===== src/boot_rom.mem =====
// one 128-bit line per row, 32 hex digits, word slot 3 on the left and slot 0 on the right
0000100C600010084000100420001000
2000101C40001018C000101420001010
2000102C400010282000102460001020
2000103C000010388000005820001030
2000104C200010482000104420001040
4000105C200010584000105420001050
2000106C20001068800000A460001060
2000107C200010782000107420001070
2000108C200010882000108420001080
2000109C200010982000109420001090
200010AC800000C0200010A4200010A0
200010BC200010B8200010B4200010B0
200010CC600010C8400010C4200010C0
200010DC800000EC200010D4E00010D0
200010EC200010E8200010E4200010E0
200010FCA0000000600010F4400010F0
2000110C200011082000110420001100
2000111C200011182000111420001110
2000112C200011282000112420001120
2000113C200011382000113420001130
2000114C200011482000114420001140
2000115C200011582000115420001150
2000116C200011682000116420001160
2000117C200011782000117420001170
2000118C200011882000118420001180
2000119C200011982000119420001190
200011AC200011A8200011A4200011A0
200011BC200011B8200011B4200011B0
200011CC200011C8200011C4200011C0
200011DC200011D8200011D4200011D0
200011EC200011E8200011E4200011E0
200011FC200011F8200011F4200011F0


===== src/boot_fetch_pkg.sv =====
package boot_fetch_pkg;

    // ========================================
    // sizes of the fetch path
    // ========================================

    // byte address width covers 32 lines of 16 bytes
    localparam int ADDR_W      = 9;
    localparam int LINE_W      = 128;
    localparam int INSN_W      = 32;
    localparam int ROM_LINES   = 32;
    // line index is address bits 8 down to 4
    localparam int LINE_IDX_W  = 5;
    localparam int QUEUE_DEPTH = 4;

    // first byte address fetched after reset
    localparam logic [ADDR_W-1:0] RESET_PC = '0;

    // ========================================
    // encodings
    // ========================================

    // F_DROP waits out a bus cycle whose line is thrown away after a redirect
    typedef enum logic [1:0] {
        F_IDLE = 2'd0,
        F_BUS  = 2'd1,
        F_DROP = 2'd2,
        F_PUSH = 2'd3
    } fetch_state_e;

    // opcode lives in instruction bits 31 to 29
    typedef enum logic [2:0] {
        OP_NOP   = 3'd0,
        OP_ALU   = 3'd1,
        OP_LOAD  = 3'd2,
        OP_STORE = 3'd3,
        OP_JMP   = 3'd4,
        OP_HALT  = 3'd5
    } insn_op_e;

    // the two spare codes decode as a no-op
    function automatic insn_op_e decode_op(input logic [2:0] code);
        if (code > 3'd5) begin
            return OP_NOP;
        end
        return insn_op_e'(code);
    endfunction

endpackage


===== src/boot_fetch_top.sv =====
`timescale 1ns/1ps

module boot_fetch_top (
    input  logic                              clk_i,
    input  logic                              rst_i,
    input  logic                              stall_i,
    output logic                              insn_valid_o,
    output logic [boot_fetch_pkg::INSN_W-1:0] insn_o,
    output logic [boot_fetch_pkg::ADDR_W-1:0] insn_pc_o,
    output boot_fetch_pkg::insn_op_e          insn_op_o,
    output logic                              halted_o
);

    // bus between the fetch unit and the ROM
    logic                              bus_cyc;
    logic                              bus_stb;
    logic                              bus_cs;
    logic [boot_fetch_pkg::ADDR_W-1:0] bus_adr;
    logic                              bus_ack;
    logic [boot_fetch_pkg::LINE_W-1:0] bus_dat;

    // queue push and pop sides
    logic                              q_full;
    logic                              q_push;
    logic [boot_fetch_pkg::LINE_W-1:0] q_line;
    logic [boot_fetch_pkg::ADDR_W-1:0] q_line_addr;
    logic                              q_empty;
    logic [boot_fetch_pkg::LINE_W-1:0] q_head_line;
    logic [boot_fetch_pkg::ADDR_W-1:0] q_head_addr;
    logic                              q_pop;

    // redirect doubles as the queue flush
    logic                              redirect;
    logic [boot_fetch_pkg::ADDR_W-1:0] redirect_pc;

    fetch_unit u_fetch (
        .clk_i         (clk_i),
        .rst_i         (rst_i),
        .bus_cyc_o     (bus_cyc),
        .bus_stb_o     (bus_stb),
        .bus_cs_o      (bus_cs),
        .bus_adr_o     (bus_adr),
        .bus_ack_i     (bus_ack),
        .bus_dat_i     (bus_dat),
        .q_full_i      (q_full),
        .q_push_o      (q_push),
        .q_line_o      (q_line),
        .q_line_addr_o (q_line_addr),
        .redirect_i    (redirect),
        .redirect_pc_i (redirect_pc)
    );

    bootrom u_rom (
        .clk_i (clk_i),
        .rst_i (rst_i),
        .cs_i  (bus_cs),
        .cyc_i (bus_cyc),
        .stb_i (bus_stb),
        .adr_i (bus_adr),
        .ack_o (bus_ack),
        .dat_o (bus_dat)
    );

    line_queue u_queue (
        .clk_i       (clk_i),
        .rst_i       (rst_i),
        .flush_i     (redirect),
        .push_i      (q_push),
        .line_i      (q_line),
        .line_addr_i (q_line_addr),
        .pop_i       (q_pop),
        .full_o      (q_full),
        .empty_o     (q_empty),
        .head_line_o (q_head_line),
        .head_addr_o (q_head_addr)
    );

    insn_decoder u_decoder (
        .clk_i         (clk_i),
        .rst_i         (rst_i),
        .q_empty_i     (q_empty),
        .q_head_line_i (q_head_line),
        .q_head_addr_i (q_head_addr),
        .q_pop_o       (q_pop),
        .stall_i       (stall_i),
        .redirect_o    (redirect),
        .redirect_pc_o (redirect_pc),
        .insn_valid_o  (insn_valid_o),
        .insn_o        (insn_o),
        .insn_pc_o     (insn_pc_o),
        .insn_op_o     (insn_op_o),
        .halted_o      (halted_o)
    );

endmodule


===== src/bootrom.sv =====
`timescale 1ns/1ps

module bootrom (
    input  logic                              clk_i,
    input  logic                              rst_i,
    input  logic                              cs_i,
    input  logic                              cyc_i,
    input  logic                              stb_i,
    input  logic [boot_fetch_pkg::ADDR_W-1:0] adr_i,
    output logic                              ack_o,
    output logic [boot_fetch_pkg::LINE_W-1:0] dat_o
);

    logic [boot_fetch_pkg::LINE_W-1:0]     rom_mem [boot_fetch_pkg::ROM_LINES];
    logic [boot_fetch_pkg::LINE_IDX_W-1:0] radr;
    logic                                  sel;
    logic                                  ack1;
    logic                                  ack2;

    // the image is loaded once at start of simulation or from the bitstream
    initial begin
        $readmemh("/design/src/boot_rom.mem", rom_mem);
    end

    // the cycle is only live when all three levels are up
    assign sel = cs_i && cyc_i && stb_i;

    // acknowledge never shows outside a live cycle
    assign ack_o = sel && ack2;

    // each acknowledge stage falls as soon as the select drops
    // so a back to back cycle again waits two edges
    always_ff @(posedge clk_i) begin
        if (rst_i) begin
            ack1 <= 1'b0;
            ack2 <= 1'b0;
        end else begin
            ack1 <= sel;
            ack2 <= ack1 && sel;
        end
    end

    // first stage latches the line index out of the byte address
    always_ff @(posedge clk_i) begin
        radr <= adr_i[boot_fetch_pkg::ADDR_W-1 -: boot_fetch_pkg::LINE_IDX_W];
    end

    // second stage reads the line in step with ack2
    always_ff @(posedge clk_i) begin
        dat_o <= rom_mem[radr];
    end

endmodule


===== src/fetch_unit.sv =====
`timescale 1ns/1ps

module fetch_unit (
    input  logic                              clk_i,
    input  logic                              rst_i,
    output logic                              bus_cyc_o,
    output logic                              bus_stb_o,
    output logic                              bus_cs_o,
    output logic [boot_fetch_pkg::ADDR_W-1:0] bus_adr_o,
    input  logic                              bus_ack_i,
    input  logic [boot_fetch_pkg::LINE_W-1:0] bus_dat_i,
    input  logic                              q_full_i,
    output logic                              q_push_o,
    output logic [boot_fetch_pkg::LINE_W-1:0] q_line_o,
    output logic [boot_fetch_pkg::ADDR_W-1:0] q_line_addr_o,
    input  logic                              redirect_i,
    input  logic [boot_fetch_pkg::ADDR_W-1:0] redirect_pc_i
);

    boot_fetch_pkg::fetch_state_e          state;
    // next line to fetch and the line of the cycle now on the bus
    logic [boot_fetch_pkg::LINE_IDX_W-1:0] next_idx;
    logic [boot_fetch_pkg::LINE_IDX_W-1:0] cur_idx;
    logic [boot_fetch_pkg::LINE_IDX_W-1:0] inc_idx;
    logic                                  in_flight;

    // a cycle is on the bus in F_BUS and in F_DROP alike
    assign in_flight = (state == boot_fetch_pkg::F_BUS) || (state == boot_fetch_pkg::F_DROP);

    assign bus_cyc_o = in_flight;
    assign bus_stb_o = in_flight;
    assign bus_cs_o  = in_flight;

    // the address comes from cur_idx, which only changes in F_IDLE
    // so it stays put for the whole cycle even if a redirect arrives
    assign bus_adr_o     = {cur_idx, 4'b0000};
    assign q_line_addr_o = {cur_idx, 4'b0000};

    // the captured line goes out once the queue has room
    assign q_push_o = (state == boot_fetch_pkg::F_PUSH) && !q_full_i;

    // line counter wraps at the end of the ROM
    assign inc_idx = (next_idx == boot_fetch_pkg::LINE_IDX_W'(boot_fetch_pkg::ROM_LINES - 1)) ?
                     '0 : next_idx + 1'b1;

    always_ff @(posedge clk_i) begin
        if (rst_i) begin
            state    <= boot_fetch_pkg::F_IDLE;
            next_idx <= boot_fetch_pkg::RESET_PC[boot_fetch_pkg::ADDR_W-1 -: boot_fetch_pkg::LINE_IDX_W];
            cur_idx  <= boot_fetch_pkg::RESET_PC[boot_fetch_pkg::ADDR_W-1 -: boot_fetch_pkg::LINE_IDX_W];
        end else begin
            case (state)
                boot_fetch_pkg::F_IDLE: begin
                    // launch the next line
                    cur_idx <= next_idx;
                    state   <= boot_fetch_pkg::F_BUS;
                end
                boot_fetch_pkg::F_BUS: begin
                    if (bus_ack_i) begin
                        state <= boot_fetch_pkg::F_PUSH;
                    end
                end
                boot_fetch_pkg::F_DROP: begin
                    // stale line arrives and is simply not kept
                    if (bus_ack_i) begin
                        state <= boot_fetch_pkg::F_IDLE;
                    end
                end
                default: begin
                    if (!q_full_i) begin
                        next_idx <= inc_idx;
                        state    <= boot_fetch_pkg::F_IDLE;
                    end
                end
            endcase

            // a redirect overrides whatever the case above chose
            if (redirect_i) begin
                next_idx <= redirect_pc_i[boot_fetch_pkg::ADDR_W-1 -: boot_fetch_pkg::LINE_IDX_W];
                if (in_flight && !bus_ack_i) begin
                    state <= boot_fetch_pkg::F_DROP;
                end else begin
                    state <= boot_fetch_pkg::F_IDLE;
                end
            end
        end
    end

    // the line holding register loads on the acknowledge edge
    always_ff @(posedge clk_i) begin
        if (state == boot_fetch_pkg::F_BUS && bus_ack_i) begin
            q_line_o <= bus_dat_i;
        end
    end

endmodule


===== src/insn_decoder.sv =====
`timescale 1ns/1ps

module insn_decoder (
    input  logic                              clk_i,
    input  logic                              rst_i,
    input  logic                              q_empty_i,
    input  logic [boot_fetch_pkg::LINE_W-1:0] q_head_line_i,
    input  logic [boot_fetch_pkg::ADDR_W-1:0] q_head_addr_i,
    output logic                              q_pop_o,
    input  logic                              stall_i,
    output logic                              redirect_o,
    output logic [boot_fetch_pkg::ADDR_W-1:0] redirect_pc_o,
    output logic                              insn_valid_o,
    output logic [boot_fetch_pkg::INSN_W-1:0] insn_o,
    output logic [boot_fetch_pkg::ADDR_W-1:0] insn_pc_o,
    output boot_fetch_pkg::insn_op_e          insn_op_o,
    output logic                              halted_o
);

    // pc of the next instruction the stream expects
    logic [boot_fetch_pkg::ADDR_W-1:0] pc_q;
    logic [1:0]                        slot;
    logic [boot_fetch_pkg::INSN_W-1:0] word;
    boot_fetch_pkg::insn_op_e          word_op;
    logic [boot_fetch_pkg::ADDR_W-1:0] jmp_target;
    logic                              head_hit;
    logic                              halt_wait;
    logic                              can_emit;
    logic                              is_jmp;

    // ========================================
    // pick and classify the current word
    // ========================================

    assign slot       = pc_q[3:2];
    assign word       = q_head_line_i[slot*boot_fetch_pkg::INSN_W +: boot_fetch_pkg::INSN_W];
    assign word_op    = boot_fetch_pkg::decode_op(word[31:29]);
    assign is_jmp     = (word_op == boot_fetch_pkg::OP_JMP);
    // jump targets are word aligned, the low two bits are ignored
    assign jmp_target = {word[boot_fetch_pkg::ADDR_W-1:2], 2'b00};

    // the head is only usable when it holds the line of the expected pc
    assign head_hit = !q_empty_i &&
        (q_head_addr_i[boot_fetch_pkg::ADDR_W-1 -: boot_fetch_pkg::LINE_IDX_W] ==
         pc_q[boot_fetch_pkg::ADDR_W-1 -: boot_fetch_pkg::LINE_IDX_W]);

    // a halt on the output blocks everything behind it until it is taken
    assign halt_wait = insn_valid_o && (insn_op_o == boot_fetch_pkg::OP_HALT);

    // nothing is issued in the flush cycle of a redirect, the head is stale then
    assign can_emit = head_hit && !halted_o && !halt_wait && !redirect_o &&
                      (!insn_valid_o || !stall_i);

    // release the head after its last slot or after a jump out of it,
    // and drop any head that does not belong to the expected pc
    assign q_pop_o = (can_emit && (slot == 2'd3 || is_jmp)) ||
                     (!q_empty_i && !head_hit && !redirect_o);

    // ========================================
    // control and output registers
    // ========================================

    always_ff @(posedge clk_i) begin
        if (rst_i) begin
            pc_q         <= boot_fetch_pkg::RESET_PC;
            insn_valid_o <= 1'b0;
            redirect_o   <= 1'b0;
            halted_o     <= 1'b0;
        end else begin
            redirect_o <= 1'b0;
            if (can_emit) begin
                insn_valid_o <= 1'b1;
                if (is_jmp) begin
                    // redirect rises together with the jump on the output
                    pc_q       <= jmp_target;
                    redirect_o <= 1'b1;
                end else begin
                    pc_q <= pc_q + boot_fetch_pkg::ADDR_W'(4);
                end
            end else if (!stall_i) begin
                insn_valid_o <= 1'b0;
                // halted rises on the edge that takes the halt
                if (halt_wait) begin
                    halted_o <= 1'b1;
                end
            end
        end
    end

    // payload only moves on issue, so a stall holds it as is
    always_ff @(posedge clk_i) begin
        if (can_emit) begin
            insn_o        <= word;
            insn_pc_o     <= pc_q;
            insn_op_o     <= word_op;
            redirect_pc_o <= jmp_target;
        end
    end

endmodule


===== src/line_queue.sv =====
`timescale 1ns/1ps

module line_queue (
    input  logic                              clk_i,
    input  logic                              rst_i,
    input  logic                              flush_i,
    input  logic                              push_i,
    input  logic [boot_fetch_pkg::LINE_W-1:0] line_i,
    input  logic [boot_fetch_pkg::ADDR_W-1:0] line_addr_i,
    input  logic                              pop_i,
    output logic                              full_o,
    output logic                              empty_o,
    output logic [boot_fetch_pkg::LINE_W-1:0] head_line_o,
    output logic [boot_fetch_pkg::ADDR_W-1:0] head_addr_o
);

    logic [boot_fetch_pkg::LINE_W-1:0] line_mem [boot_fetch_pkg::QUEUE_DEPTH];
    logic [boot_fetch_pkg::ADDR_W-1:0] addr_mem [boot_fetch_pkg::QUEUE_DEPTH];

    // pointers wrap on their own since the depth is a power of two
    logic [$clog2(boot_fetch_pkg::QUEUE_DEPTH)-1:0] wr_ptr;
    logic [$clog2(boot_fetch_pkg::QUEUE_DEPTH)-1:0] rd_ptr;
    logic [$clog2(boot_fetch_pkg::QUEUE_DEPTH):0]   count;
    logic                                           do_push;
    logic                                           do_pop;

    assign full_o  = (count == boot_fetch_pkg::QUEUE_DEPTH);
    assign empty_o = (count == 0);

    // flush wins over both push and pop in the same cycle
    assign do_push = push_i && !full_o && !flush_i;
    assign do_pop  = pop_i && !empty_o && !flush_i;

    // head entry is shown straight from storage
    assign head_line_o = line_mem[rd_ptr];
    assign head_addr_o = addr_mem[rd_ptr];

    always_ff @(posedge clk_i) begin
        if (rst_i || flush_i) begin
            wr_ptr <= '0;
            rd_ptr <= '0;
            count  <= '0;
        end else begin
            if (do_push) begin
                wr_ptr <= wr_ptr + 1'b1;
            end
            if (do_pop) begin
                rd_ptr <= rd_ptr + 1'b1;
            end
            // a simultaneous push and pop leaves the count alone
            case ({do_push, do_pop})
                2'b10:   count <= count + 1'b1;
                2'b01:   count <= count - 1'b1;
                default: count <= count;
            endcase
        end
    end

    // entry storage written at the write pointer on each push
    always_ff @(posedge clk_i) begin
        if (do_push) begin
            line_mem[wr_ptr] <= line_i;
            addr_mem[wr_ptr] <= line_addr_i;
        end
    end

endmodule

===== config.mk =====
export PLATFORM = sky130hd
export DESIGN_NAME = boot_fetch_top
export DESIGN_NICKNAME = d
export VERILOG_FILES = /design/src/boot_fetch_pkg.sv /design/src/boot_fetch_top.sv /design/src/bootrom.sv /design/src/fetch_unit.sv /design/src/insn_decoder.sv /design/src/line_queue.sv
export SDC_FILE = /design/constraint.sdc
export NUM_CORES = 1
export LEC_CHECK = 0
export ABC_CLOCK_PERIOD_IN_PS = 5600
export BUFFER_PORTS_ARGS = -buffer_cell sky130_fd_sc_hd__buf_2
export CORE_MARGIN = 5
export CORE_UTILIZATION = 40
export CTS_BUF_LIST = sky130_fd_sc_hd__clkbuf_2 sky130_fd_sc_hd__clkbuf_4 sky130_fd_sc_hd__clkbuf_8
export DETAILED_ROUTE_END_ITERATION = 8
export PLACE_DENSITY = 0.73
export SETUP_SLACK_MARGIN = 0.2
export SLEW_MARGIN = 20
export SYNTH_ARGS = -nofsm -noshare
export SYNTH_HDL_FRONTEND = slang
export SYNTH_MEMORY_MAX_BITS = 65536
export SYNTH_SLANG_ARGS = --single-unit

===== constraint.sdc =====
create_clock -name clk_i -period 5.6 [get_ports clk_i]
set_clock_uncertainty 0.05 [all_clocks]
set_input_delay 0.84 -clock clk_i [delete_from_list [all_inputs] [get_ports clk_i]]
set_output_delay 0.84 -clock clk_i [all_outputs]
set_load 0.02 [all_outputs]

# After elaboration in Yosys (flattened, before gate mapping)
# Memory sizes are Yosys's and may differ from the RTL's. A register that Yosys moved wholly into a read port is not among the register bits.
# Index checks and enable logic that the tools add are counted.
dict set report totals {
  mem_bits_rw 532
  n_memories 2
  word_cells 111
  register_bits 340
  inputBits 3
}
# name words width read_ports rd_ports_with_merged_regs wr line_no
set memory_table {}
lappend memory_table {u_queue.line_mem 4 128 1 1 1 line_queue.sv:17} ;# logic [boot_fetch_pkg::LINE_W-1:0] line_mem [boot_fetch_pkg::QUEUE_DEPTH];
lappend memory_table {u_queue.addr_mem 4 5 1 1 1 line_queue.sv:18} ;# logic [boot_fetch_pkg::ADDR_W-1:0] addr_mem [boot_fetch_pkg::QUEUE_DEPTH];
dict set report classes {
  bitwise_logic 2
  mux 24
  n_eq_ne 17
  n_lt_le_gt_ge 1
  shift 1
  addsub 6
  reduce_logical 40
}
# cell count
set op_table {}
lappend op_table {{variable part select 128 x 8 -> 32 bit} 1}
lappend op_table {{two-way mux 5 bit} 4}
lappend op_table {{logical AND 1 bit} 18}
lappend op_table {{two-way mux 2 bit} 9}
lappend op_table {{adder 9 x 3 -> 9 bit (second input constant)} 1}
lappend op_table {{equality test 3 bit (second input constant)} 3}
lappend op_table {{logical NOT 1 bit} 9}
lappend op_table {{two-way mux 9 bit} 1}
lappend op_table {{equality test 2 bit (second input constant)} 4}
lappend op_table {{two-way mux 1 bit} 6}
lappend op_table {{two-way mux 3 bit} 2}
lappend op_table {{inequality test 2 x 1 -> 1 bit (second input constant)} 3}
lappend op_table {{inequality test 3 x 1 -> 1 bit (second input constant)} 2}
lappend op_table {{one-hot mux 2 bit (3 select lines)} 1}
lappend op_table {{one-hot mux 3 bit (2 select lines)} 1}
lappend op_table {{AND reduction 3 bit} 2}
lappend op_table {{adder 5 x 1 -> 5 bit (second input constant)} 1}
lappend op_table {{equality test 5 bit} 1}
lappend op_table {{equality test 5 bit (second input constant)} 1}
lappend op_table {{logical OR 1 bit} 5}
lappend op_table {{inequality test 5 x 4 -> 1 bit (second input constant)} 1}
lappend op_table {{adder 2 x 1 -> 2 bit (second input constant)} 2}
lappend op_table {{equality test 2 x 1 -> 1 bit (second input constant)} 2}
lappend op_table {{adder 3 x 1 -> 3 bit (second input constant)} 1}
lappend op_table {{other kinds (9)} 10}

# Depth between registers and ports, before layout
# Gate-level depths: netlist of the first run.
dict set report logic_depth {
  ltp_word 13
  depth_mapped 11
}

# Modules after synthesis
# A second synthesis of the first run with hierarchy kept.
dict set report unflattened {
  cells_unflattened 1299
  area_unflattened_um2 28745.1
}
# module instances area_each_um2 seq_area_each_um2 cells_per_inst
set by_module_without_submodules {}
lappend by_module_without_submodules {line_queue 1 20289.5 16636.0 772}
lappend by_module_without_submodules {fetch_unit 1 4642.0 4083.9 215}
lappend by_module_without_submodules {insn_decoder 1 2775.2 1461.4 176}
lappend by_module_without_submodules {bootrom 1 1038.5 40.0 136}

# Worst setup path before layout of the first run
# Ideal clock, no wire load.
dict set report synth_path {
  path_kind {input to register}
  start {input stall_i}
  end {register u_queue.count[2] (netlist bit)}
  slack_ns 2.914
  t_arrival_ns 2.565
  stages 9
  required_ns 5.479
  setup_ns 0.071
  cell_sequence {and2_1 a31oi_1 nor2b_1 ha_1 inv_1 fa_1 xor2_1 or3_1 a21oi_1}
}
dict set report synth_via {
  elab_chain_cells 9
  word_cells_on_any_way 11
}
# item line_no
set synth_lines {}
lappend synth_lines {{start, declared} boot_fetch_top.sv:6} ;# input logic stall_i,
lappend synth_lines {{logical NOT 1 bit (*)} insn_decoder.sv:52} ;# (!insn_valid_o || !stall_i);
lappend synth_lines {{logical OR 1 bit (*)} insn_decoder.sv:52}
lappend synth_lines {{logical AND 1 bit (*)} insn_decoder.sv:51} ;# assign can_emit = head_hit && !halted_o && !halt_wait && !redirect_o &&
lappend synth_lines {{logical AND 1 bit (*)} insn_decoder.sv:56} ;# assign q_pop_o = (can_emit && (slot == 2'd3 || is_jmp)) ||
lappend synth_lines {{logical OR 1 bit (*)} insn_decoder.sv:56}
lappend synth_lines {{logical AND 1 bit (*) (2 in a row)} line_queue.sv:32} ;# assign do_pop = pop_i && !empty_o && !flush_i;
lappend synth_lines {{net u_queue.do_pop} line_queue.sv:25} ;# logic do_pop;
lappend synth_lines {{equality test 2 x 1 -> 1 bit / equality test 2 bit (equally long branches)} line_queue.sv:51} ;# case ({do_push, do_pop})
lappend synth_lines {{one-hot mux 3 bit (2 select lines) / nonzero test 2 bit (equally long branches)} -}
lappend synth_lines {{end signal, assigned} line_queue.sv:52} ;# 2'b10: count <= count + 1'b1;
lappend synth_lines {{end signal, assigned} line_queue.sv:53} ;# 2'b01: count <= count - 1'b1;
lappend synth_lines {{end signal, assigned} line_queue.sv:54} ;# default: count <= count;
lappend synth_lines {{end, declared} line_queue.sv:23} ;# logic [$clog2(boot_fetch_pkg::QUEUE_DEPTH):0] count;
# The timed path passes the listed nets; every way through them passes the cells marked *.
# A chain may end at the register's enable or synchronous reset.

==> run metrics, run 1 <==
Die W roughly 85 um; required time of the critical path between 5 and 6 ns; H-tree lvl count 2; vias in the first global route about 1100; Setup-failing EPs final 0; largest net degree at the start of global routing 17; final-report hold violation count 0; maximum VDD drop roughly 0.13 mV; Setup CP Type reg2reg; Placer Congestion 0.797; Core Area between 5000 and 6000 sq um; Final Slew Violations 0; clk sinks between 40 and 50; first-pass GRT wire length a little over 5 mm; CTS buffer count 5; worst hold path class reg2reg; footprint of the multi-input gates between 900 and 1000 sq um; worst-path maximum fanout 4; syn_area_per_cell approximately 11 sq um; EDFF count, synth 20; Max clock buf depth 2; Leakage Power ~0.00096 uW; Design Area, Final around 2300 sq um; Routed WL per cell 11.1 um; routed vias/inst 4.38; initial antenna violation count 0; Startpoint Class register; first-pass detailed-route iteration total 4; I/O pin cnt a little under 50; Port Buffers 3; max_cap viols 0; FP Rows 27; Distinct cells, synth slightly above 40; Critical Path AT about 3 ns; Synth-to-Final Area Change -0.000132%; Main synth FF type dfxtp_1; chip height about 85 um; Pwr Total 932 uW; Routed WL 3.18 mm; layout cell share with drive strength beyond 1 between 8 and 9%; DR DRC count 0; Async SR Flop Fraction 0%; Synth Instances 210; clock root buffer clkbuf_8; Hold Buf Count CTS 0; fin nets about 230; status finished, final reports clean; FF+latch count, synth 45; Fin Setup TNS 0 ns; Final ANT Viol Nets 0; global route overflow 0; CP Capture Type register; placed inst area between 2000 and 2500 sq um; Pwr per Cell Area just over 400 nW/um^2; period utilisation layout roughly half; Seq/Total Area, Yosys 48.6%; register area 1100 sq um; Yosys Warn Count 0; fin crit period between 2 and 3 ns; cts repair resizes 0; RSZ-0062 raised after global routing false; Initial Utilization approximately two fifths; diode count 0; CTS tree built; dpl hpwl 2.46 mm; DR vias roughly 1300; Post-Synthesis Cell Area about 2300 sq um; Achievable Freq 363 MHz; # Post-CTS Setup Buffers 0; Fillers between 500 and 600; CTS clk-pin slew, worst paths about 0.08 ns; total die area just over 7000 sq um; overall routing resource usage about 9%; DR iter-0 viols 57; Skew-Pair Late Insertion Delay about 0.30 ns
worst max-delay path: stages (launching register included):
cell     delay (ns)
dfxtp_1        0.34
nor4b_1        0.14
a221o_1        0.39
a31oi_1        0.33
nor2b_1        0.20
ha_1           0.20
inv_1          0.06
fa_1           0.37
xor2_1         0.16
or3_1          0.30
a21oi_1        0.14
layout make-up:
cell class | instances | area share [%]
Clock buffer | 5 | 3.04
Clock inverter | 3 | 1.10
Inverter | 10 | 1.66
Multi-Input combinational cell | 150 | 41.0
Sequential cell | 45 | 48.6
Tap cell | 72 | 3.98
Timing Repair Buffer | 3 | 0.663
state kept, by name, summed over array words and instances (netlist names), named ones only:
register and count:
u_rom.ack1 1, u_fetch.state 2, u_decoder.insn_valid_o 1, u_rom.ack2 1, u_fetch.cur_idx 5, u_queue.count 3, u_queue.addr_mem 20, u_decoder.redirect_o 1
u_fetch.next_idx 5, u_queue.wr_ptr 2, u_queue.rd_ptr 2
through the flow:
| stage | utilization (%) | hold slack, ns | setup WS (ns) | cells |
|---|---|---|---|---|
| after CTS | 41.1 | 0.387 | 2.83 | 288 |
| after global placement | 39.4 | 0.360 | 2.74 | 280 |
| after global routing | 41.1 | 0.426 | 2.68 | 288 |
| final | 41.1 | 0.381 | 2.84 | 288 |
| after floorplan | - | 0.356 | 2.91 | 254 |
| after detailed placement | 39.4 | 0.367 | 2.67 | 280 |
kinds of logic (layout without fill, tap and decap cells):
family	Yosys count	after routing	share of synthesized area (%)
AOI/OAI and AO/OA	21	21	6.41
xor gates and xnor gates	3	3	1.16
adders and majority gates	13	13	7.51
buffers and inverters	59	21	17.7
DFF	45	45	48.6
muxes	10	10	4.53
other	1	45	0.165
and+or+nand+nor	58	58	13.9
power breakdown:
part	switching [uW]	leakage (uW)	internal (uW)
Sequential	34.6	0.000389	385
Combinational	179	0.000527	132
Clock	112	0.0000447	89.9
cell usage in the layout, fill, tap and decap left out, types with 3 or more instances in the layout:
master,instances
dfxtp_1,25
buf_2,3
mux2i_1,8
o21ai_0,3
clkbuf_8,5
and2_1,7
edfxtp_1,20
a21oi_1,9
nand3_1,4
inv_1,10
ha_1,12
nand2_1,8
nor2_1,20
conb_1,45
layer usage:
layer	global-route usage, %	up-vias	part of all wire (%)
li1	-	631	-
met1	10.3	589	41
met2	14.9	36	50
met3	2.91	6	7.8
met4	4.75	0	1.1
met5	0	-	0
cells in the mapped netlist, drive strengths merged (2+ instances only):
master / n / area, sq um
nor2b: 2 / 12.5
nor4b: 2 / 17.5
nor2: 20 / 75.1
nand2: 9 / 41.3
nand3: 4 / 20.0
clkbuf: 2 / 7.51
a21oi: 9 / 45.0
mux2: 2 / 22.5
and3: 2 / 12.5
buf: 47 / 357
dfxtp: 25 / 500
a31oi: 2 / 12.5
or3: 2 / 12.5
edfxtp: 20 / 601
xor2: 2 / 17.5
a221o: 2 / 20.0
ha: 12 / 150
o21ai: 3 / 15.0
mux2i: 8 / 80.1
inv: 10 / 37.5
nor4: 2 / 12.5
and2: 7 / 43.8
or4b: 2 / 23.8
final timing paths:
kind,from,to,slack [ns],depth (start not counted)
hold reg to reg,u_rom.ack1,u_rom.ack2,0.38,1
hold / removal,u_rom.ack1,u_rom.ack2,0.38,1
setup reg to reg,register,u_queue.count[2],2.84,10
setup / recovery,register,u_queue.count[2],2.84,10
(Power assumes the default switching activity.)
==> run 2, diff against run 1 <==
ABC_CLOCK_PERIOD_IN_PS = 2450   (was 5600)
PLACE_DENSITY = 0.75   (was 0.73)
clock period = 2.45 ns   (was 5.6 ns; I/O delays follow)
==> run 2 against run 1 <==
The flow now finishes with violations (negative setup slack). Hold slack worse by 0.10 ns. Utilization grew 3.2 points. Highest routed layer unchanged. Die area is the same. Largest power group unchanged. Register-to-register slack got worse by 2.9 ns.
==> run metrics, run 2 (synthesis gave the netlist of run 1 again) <==
DR DRC count 0 (unchanged); CTS tree built; Min-Delay Startpoint stall_i; Routed WL per cell 12.2 um (+11%); max reg flops 20 (unchanged); Final Non-Filler Cells 299 (+3.8%); Startpoint Class register; post-layout util 44.3% (+3.2 points); first-pass detailed-route iteration total 4 (unchanged); fin crit period 2.48 ns (-0.280 ns); failing checks negative setup slack; routed vias/inst 4.43 (+1.2%); Die W 85.3 um (unchanged); global route overflow 0 (unchanged); Final Slew Violations 0 (unchanged); Setup CP Type reg2reg; worst hold path class in2reg; overall routing resource usage 10.3% (+1.3 points); Routed WL 3.66 mm (+15%); reg2reg path depth 10 (unchanged); total die area 7270 sq um (unchanged); commonest non-fill, non-tap cell in the layout conb_1; vias in the first global route 1220 (+10%); period utilisation layout 101% (+52 points); FP Rows 27 (unchanged); Reg with most FFs u_queue.addr_mem; dpl cells 286 (+2.1%); Setup-failing EPs final 1 (+1); max_cap viols 0 (unchanged); initial antenna violation count 0 (unchanged); Placer Congestion 0.773 (-3.0%); final-report hold violation count 0 (unchanged); Achievable Freq 404 MHz (+11%); layout cell share with drive strength beyond 1 18.5% (+10 points); H-tree lvl count 2 (unchanged); Final ANT Viol Nets 0 (unchanged); Design Area, Final 2440 sq um (+7.7%); Skew-Pair Late Insertion Delay 0.30 ns (about the same); first-pass GRT wire length 5.89 mm (+16%); Hold Path End u_decoder.insn_valid_o; chip height 85.3 um (unchanged); I/O pin cnt 49 (unchanged); CTS clk-pin slew, worst paths 0.08 ns (about the same); Initial Utilization 41.1% (unchanged); FF-to-FF setup slack -0.03 ns (-2.87 ns); diode count 0 (unchanged); fin nets 242 (+4.8%); Pwr per Cell Area 1010 nW/um^2 (+150%); clk sinks 45 (unchanged); Port Buffers 3 (unchanged); worst reg2reg endpoint u_queue.count[2]; largest net degree at the start of global routing 15 (-2); DR vias 1326 (+5.1%); pre-CTS WS -0.00124 ns (-2.67 ns); dpl hpwl 2.64 mm (+7.0%); hold depth 3 (+2); RSZ-0062 raised after global routing true; Critical Path AT 2.66 ns (-0.28 ns); status finished with violations; CTS buffer count 5 (unchanged); clock root buffer clkbuf_8; FF-to-FF Start u_queue.addr_mem[3][1]; placed inst area 2230 sq um (+2.7%); maximum VDD drop 0.461 mV (+260%); Core Area 5510 sq um (unchanged); Max clock buf depth 2 (unchanged); Hold Buf Count CTS 0 (unchanged); Top Registers u_queue.addr_mem x20, u_fetch.cur_idx x5, u_fetch.next_idx x5; most frequent cells in the layout conb_1 (45), dfxtp_1 (24), edfxtp_1 (20), nor2_1 (19); Synth-to-Final Area Change 7.73%; Leakage Power 0.00104 uW (+7.8%); DR iter-0 viols 66 (+16%); Final WS setup -0.0261 ns (-2.87 ns); worst-path maximum fanout 3 (-1); CP Capture Type register; required time of the critical path 2.63 ns (-3.16 ns)
[run 2: per-stage QoR]
stage                     hold slack, ns  total power, uW  setup TNS, ns
after global placement             0.360             1750              0
after detailed placement           0.364             1770       -0.00124
after CTS                          0.274             2430              0
after floorplan                    0.356             1660              0
after global routing               0.292             2620         -0.103
final                              0.280             2470        -0.0261
[run 2: what timing repair did]
item	in CTS	in global routing
endpoints found under the setup margin	2	2
resized for setup	8	3
endpoints found under the hold margin	0	0
setup buffers	3	2
pin swaps	2	4
[run 2: worst max-delay path: stages, from the launching register on]
cell and delay [ns]:
edfxtp_1 0.41, nor4b_4 0.06, a221o_1 0.35, a31oi_2 0.20, nor2b_2 0.18, ha_2 0.20, inv_2 0.04, fa_2 0.34
xor2_1 0.16, or3_1 0.30, a21oi_1 0.12
[run 2: layout make-up]
type | instances | area [sq um]
fillers | 503 | 3070
well taps | 72 | 90.1
inverters | 10 | 37.5
flip-flops and latches | 45 | 1100
multi-input cells | 150 | 993
repair buffers | 14 | 97.6
clock inverters | 2 | 37.5
clock buffers | 6 | 82.6
[run 2: worst max path at each step]
stage | from | to | cells after the start
floorplan | register | u_queue.count[2] | 10
global placement | register | u_queue.count[2] | 10
detailed placement | register | u_queue.count[2] | 10
CTS | register | u_queue.count[2] | 10
global route | register | u_queue.count[2] | 10
finish | u_queue.addr_mem[3][1] | u_queue.count[2] | 10
[run 2: report_power, final]
group          leakage, uW  switching (uW)  total, uW  internal, uW
clock network    0.0000574             254        585           332
logic             0.000589             491        936           444
registers         0.000389            71.9        954           882
[run 2: routing by layer]
| layer | track usage (%) | part of all wire (%) | up-vias |
|---|---|---|---|
| li1 | - | - | 656 |
| met1 | 11.8 | 41 | 620 |
| met2 | 17.7 | 50 | 43 |
| met3 | 3.20 | 6.8 | 7 |
| met4 | 4.03 | 2.2 | 0 |
| met5 | 0 | 0 | - |
==> run 3, diff against run 2 <==
CORE_UTILIZATION = 33   (was 40)
PLACE_DENSITY = 0.66   (was 0.75)
==> run 3 against run 2 <==
The flow still finishes with violations (negative setup slack). Wire length down 5.1%. Count of clock-buffer cells in the layout unchanged. Combinational power up 2.7%. Utilization down 8.3 points. Non-clock buffer count up 1. Fmax up 0.92%. Sequential power about the same. Flip-flop and latch count unchanged. Largest cell class unchanged. Largest power group is now combinational logic.
==> run metrics, run 3 (synthesis gave the netlist of run 1 again) <==
CTS buffer count 5 (unchanged); Top Registers u_queue.addr_mem x20, u_fetch.cur_idx x5, u_fetch.next_idx x5; overall routing resource usage 8.31% (-1.9 points); Initial Utilization 33.5% (-7.6 points); Setup-failing EPs final 1 (unchanged); first-pass GRT wire length 5.71 mm (-3.2%); DR DRC count 0 (unchanged); failing checks negative setup slack; Die W 92.9 um (+8.9%); Synth-to-Final Area Change 7.56%; post-layout util 36.1% (-8.3 points); dpl hpwl 2.58 mm (-2.0%); DR iter-0 viols 44 (-33%); Seq pwr share 40.5% (+2.0 points); hold depth 3 (unchanged); fin nets 243 (+0.41%); Routed WL per cell 11.3 um (-7.8%); Final Slew Violations 0 (unchanged); pre-CTS WS 0.0107 ns (+0.0120 ns); layout cell share with drive strength beyond 1 19.3% (+0.80 points); FF-to-FF setup slack -0.004 ns (+0.02 ns); CP Capture Type register; largest net degree at the start of global routing 14 (-1); Leakage Power 0.00103 uW (-0.47%); clock root buffer clkbuf_8; Skew-Pair Late Insertion Delay 0.29 ns (about the same); Final ANT Viol Nets 0 (unchanged); RSZ-0062 raised after global routing true; CP Cell Sequence nor4b_4, a221o_1, a31oi_2, nor2b_2, ha_2, inv_2, fa_2, xor2_1, or3_1, a21oi_2; placed inst area 2240 sq um (+0.45%); Achievable Freq 408 MHz (+0.92%); diode count 0 (unchanged); Placer Congestion 0.750 (-2.9%); clk sinks 45 (unchanged); period utilisation layout 100% (-0.92 points); Min-Delay Startpoint stall_i; Pwr per Cell Area 966 nW/um^2 (-4.7%); vias in the first global route 1220 (unchanged); max_cap viols 0 (unchanged); Routed WL 3.47 mm (-5.1%); worst hold path class in2reg; reg2reg path depth 10 (unchanged); CTS tree built; first-pass detailed-route iteration total 4 (unchanged); total die area 8620 sq um (+19%); chip height 92.9 um (+8.9%); worst-path maximum fanout 4 (+1); routed vias/inst 4.19 (-5.6%); Hold Buf Count CTS 0 (unchanged); commonest non-fill, non-tap cell in the layout conb_1; Setup CP Type reg2reg; CTS clk-pin slew, worst paths 0.08 ns (about the same); global route overflow 0 (unchanged); Sw Ratio 34.0% (+1.0 points); Design Area, Final 2440 sq um (-0.15%); CP max stage cell a221o_1; Core Area 6760 sq um (+23%); required time of the critical path 2.63 ns (about the same); Pwr Total 2350 uW (-4.9%); Port Buffers 3 (unchanged); Startpoint Class register; maximum VDD drop 0.323 mV (-30%); Max clock buf depth 2 (unchanged); Reg with most FFs u_queue.addr_mem; Internal Power 1550 uW (-6.3%); NetSw 801 uW (-2.0%); Gate power share 40.8% (+3.0 points); FP Rows 30 (+11%); max reg flops 20 (unchanged); status finished with violations; worst reg2reg endpoint u_queue.count[2]; most frequent cells in the layout conb_1 (45), dfxtp_1 (24), edfxtp_1 (20), nor2_1 (19), buf_4 (12); Critical Path AT 2.63 ns (-0.03 ns); Final WS setup -0.00352 ns (+0.0226 ns); Worst path max stage delay 0.37 ns (-0.04 ns); final-report hold violation count 0 (unchanged); I/O pin cnt 49 (unchanged); Clk pwr share 18.7% (-5.0 points); H-tree lvl count 2 (unchanged); fin crit period 2.45 ns (-0.0226 ns); initial antenna violation count 0 (unchanged); Hold Path End u_decoder.insn_valid_o; DR vias 1289 (-2.8%)
-- run 3: final cells by class --
| cell class | count | area (sq um) |
|---|---|---|
| sequential | 45 | 1100 |
| inverter | 10 | 37.5 |
| multi-input combinational | 150 | 1010 |
| tap | 80 | 100 |
| timing repair buffer | 15 | 105 |
| clock buffer | 6 | 76.3 |
| clock inverter | 2 | 10.0 |
| fill | 652 | 4320 |
-- run 3: power groups by stage --
| stage | clock network, uW | logic [uW] | registers (uW) |
|---|---|---|---|
| after detailed placement | 0 | 812 | 963 |
| after global placement | 0 | 805 | 958 |
| after floorplan | 0 | 705 | 957 |
| final | 440 | 961 | 954 |
| after global routing | 482 | 1050 | 969 |
| after CTS | 454 | 878 | 953 |
-- run 3: worst max-delay path: cells and delay by family, from the launching register on --
family,cells,cell delay [ns]
compound gates,3,0.66
xor+xnor,1,0.16
flops,1,0.34
fa+ha+maj,2,0.52
simple gates,3,0.64
buf+inv,1,0.04
-- run 3: how the worst max path moves through the flow --
stage	end	cells after the start
after floorplan	u_queue.count[2]	10
after global placement	u_queue.count[2]	10
after detailed placement	u_queue.count[2]	10
after CTS	u_queue.count[2]	10
after global routing	u_queue.count[2]	10
final	u_queue.count[2]	10
-- run 3: repair_timing --
action | CTS | global route
gates resized for setup | 8 | 5
pin swaps | 3 | 4
endpoints found under the hold margin | 0 | 0
endpoints found under the setup margin | 2 | 2
buffers inserted | 3 | 3
-- run 3: routing by layer --
metal,vias up,track usage (%),part of all wire [%]
met3,6,1.95,4.4
met4,0,3.30,1.3
met2,31,13.1,49
met1,594,10.9,45
met5,-,0,0
li1,658,-,-
-- run 3: stage by stage --
| stage | hold WS [ns] | std cells | setup TNS, ns |
|---|---|---|---|
| 6_report | 0.297 | 308 | -0.00352 |
| 5_1_grt | 0.322 | 308 | -0.0679 |
| 4_1_cts | 0.294 | 305 | 0 |
| 3_5_place_dp | 0.388 | 294 | 0 |
| 3_3_place_gp | 0.359 | 294 | 0 |
| 2_1_floorplan | 0.356 | 254 | 0 |
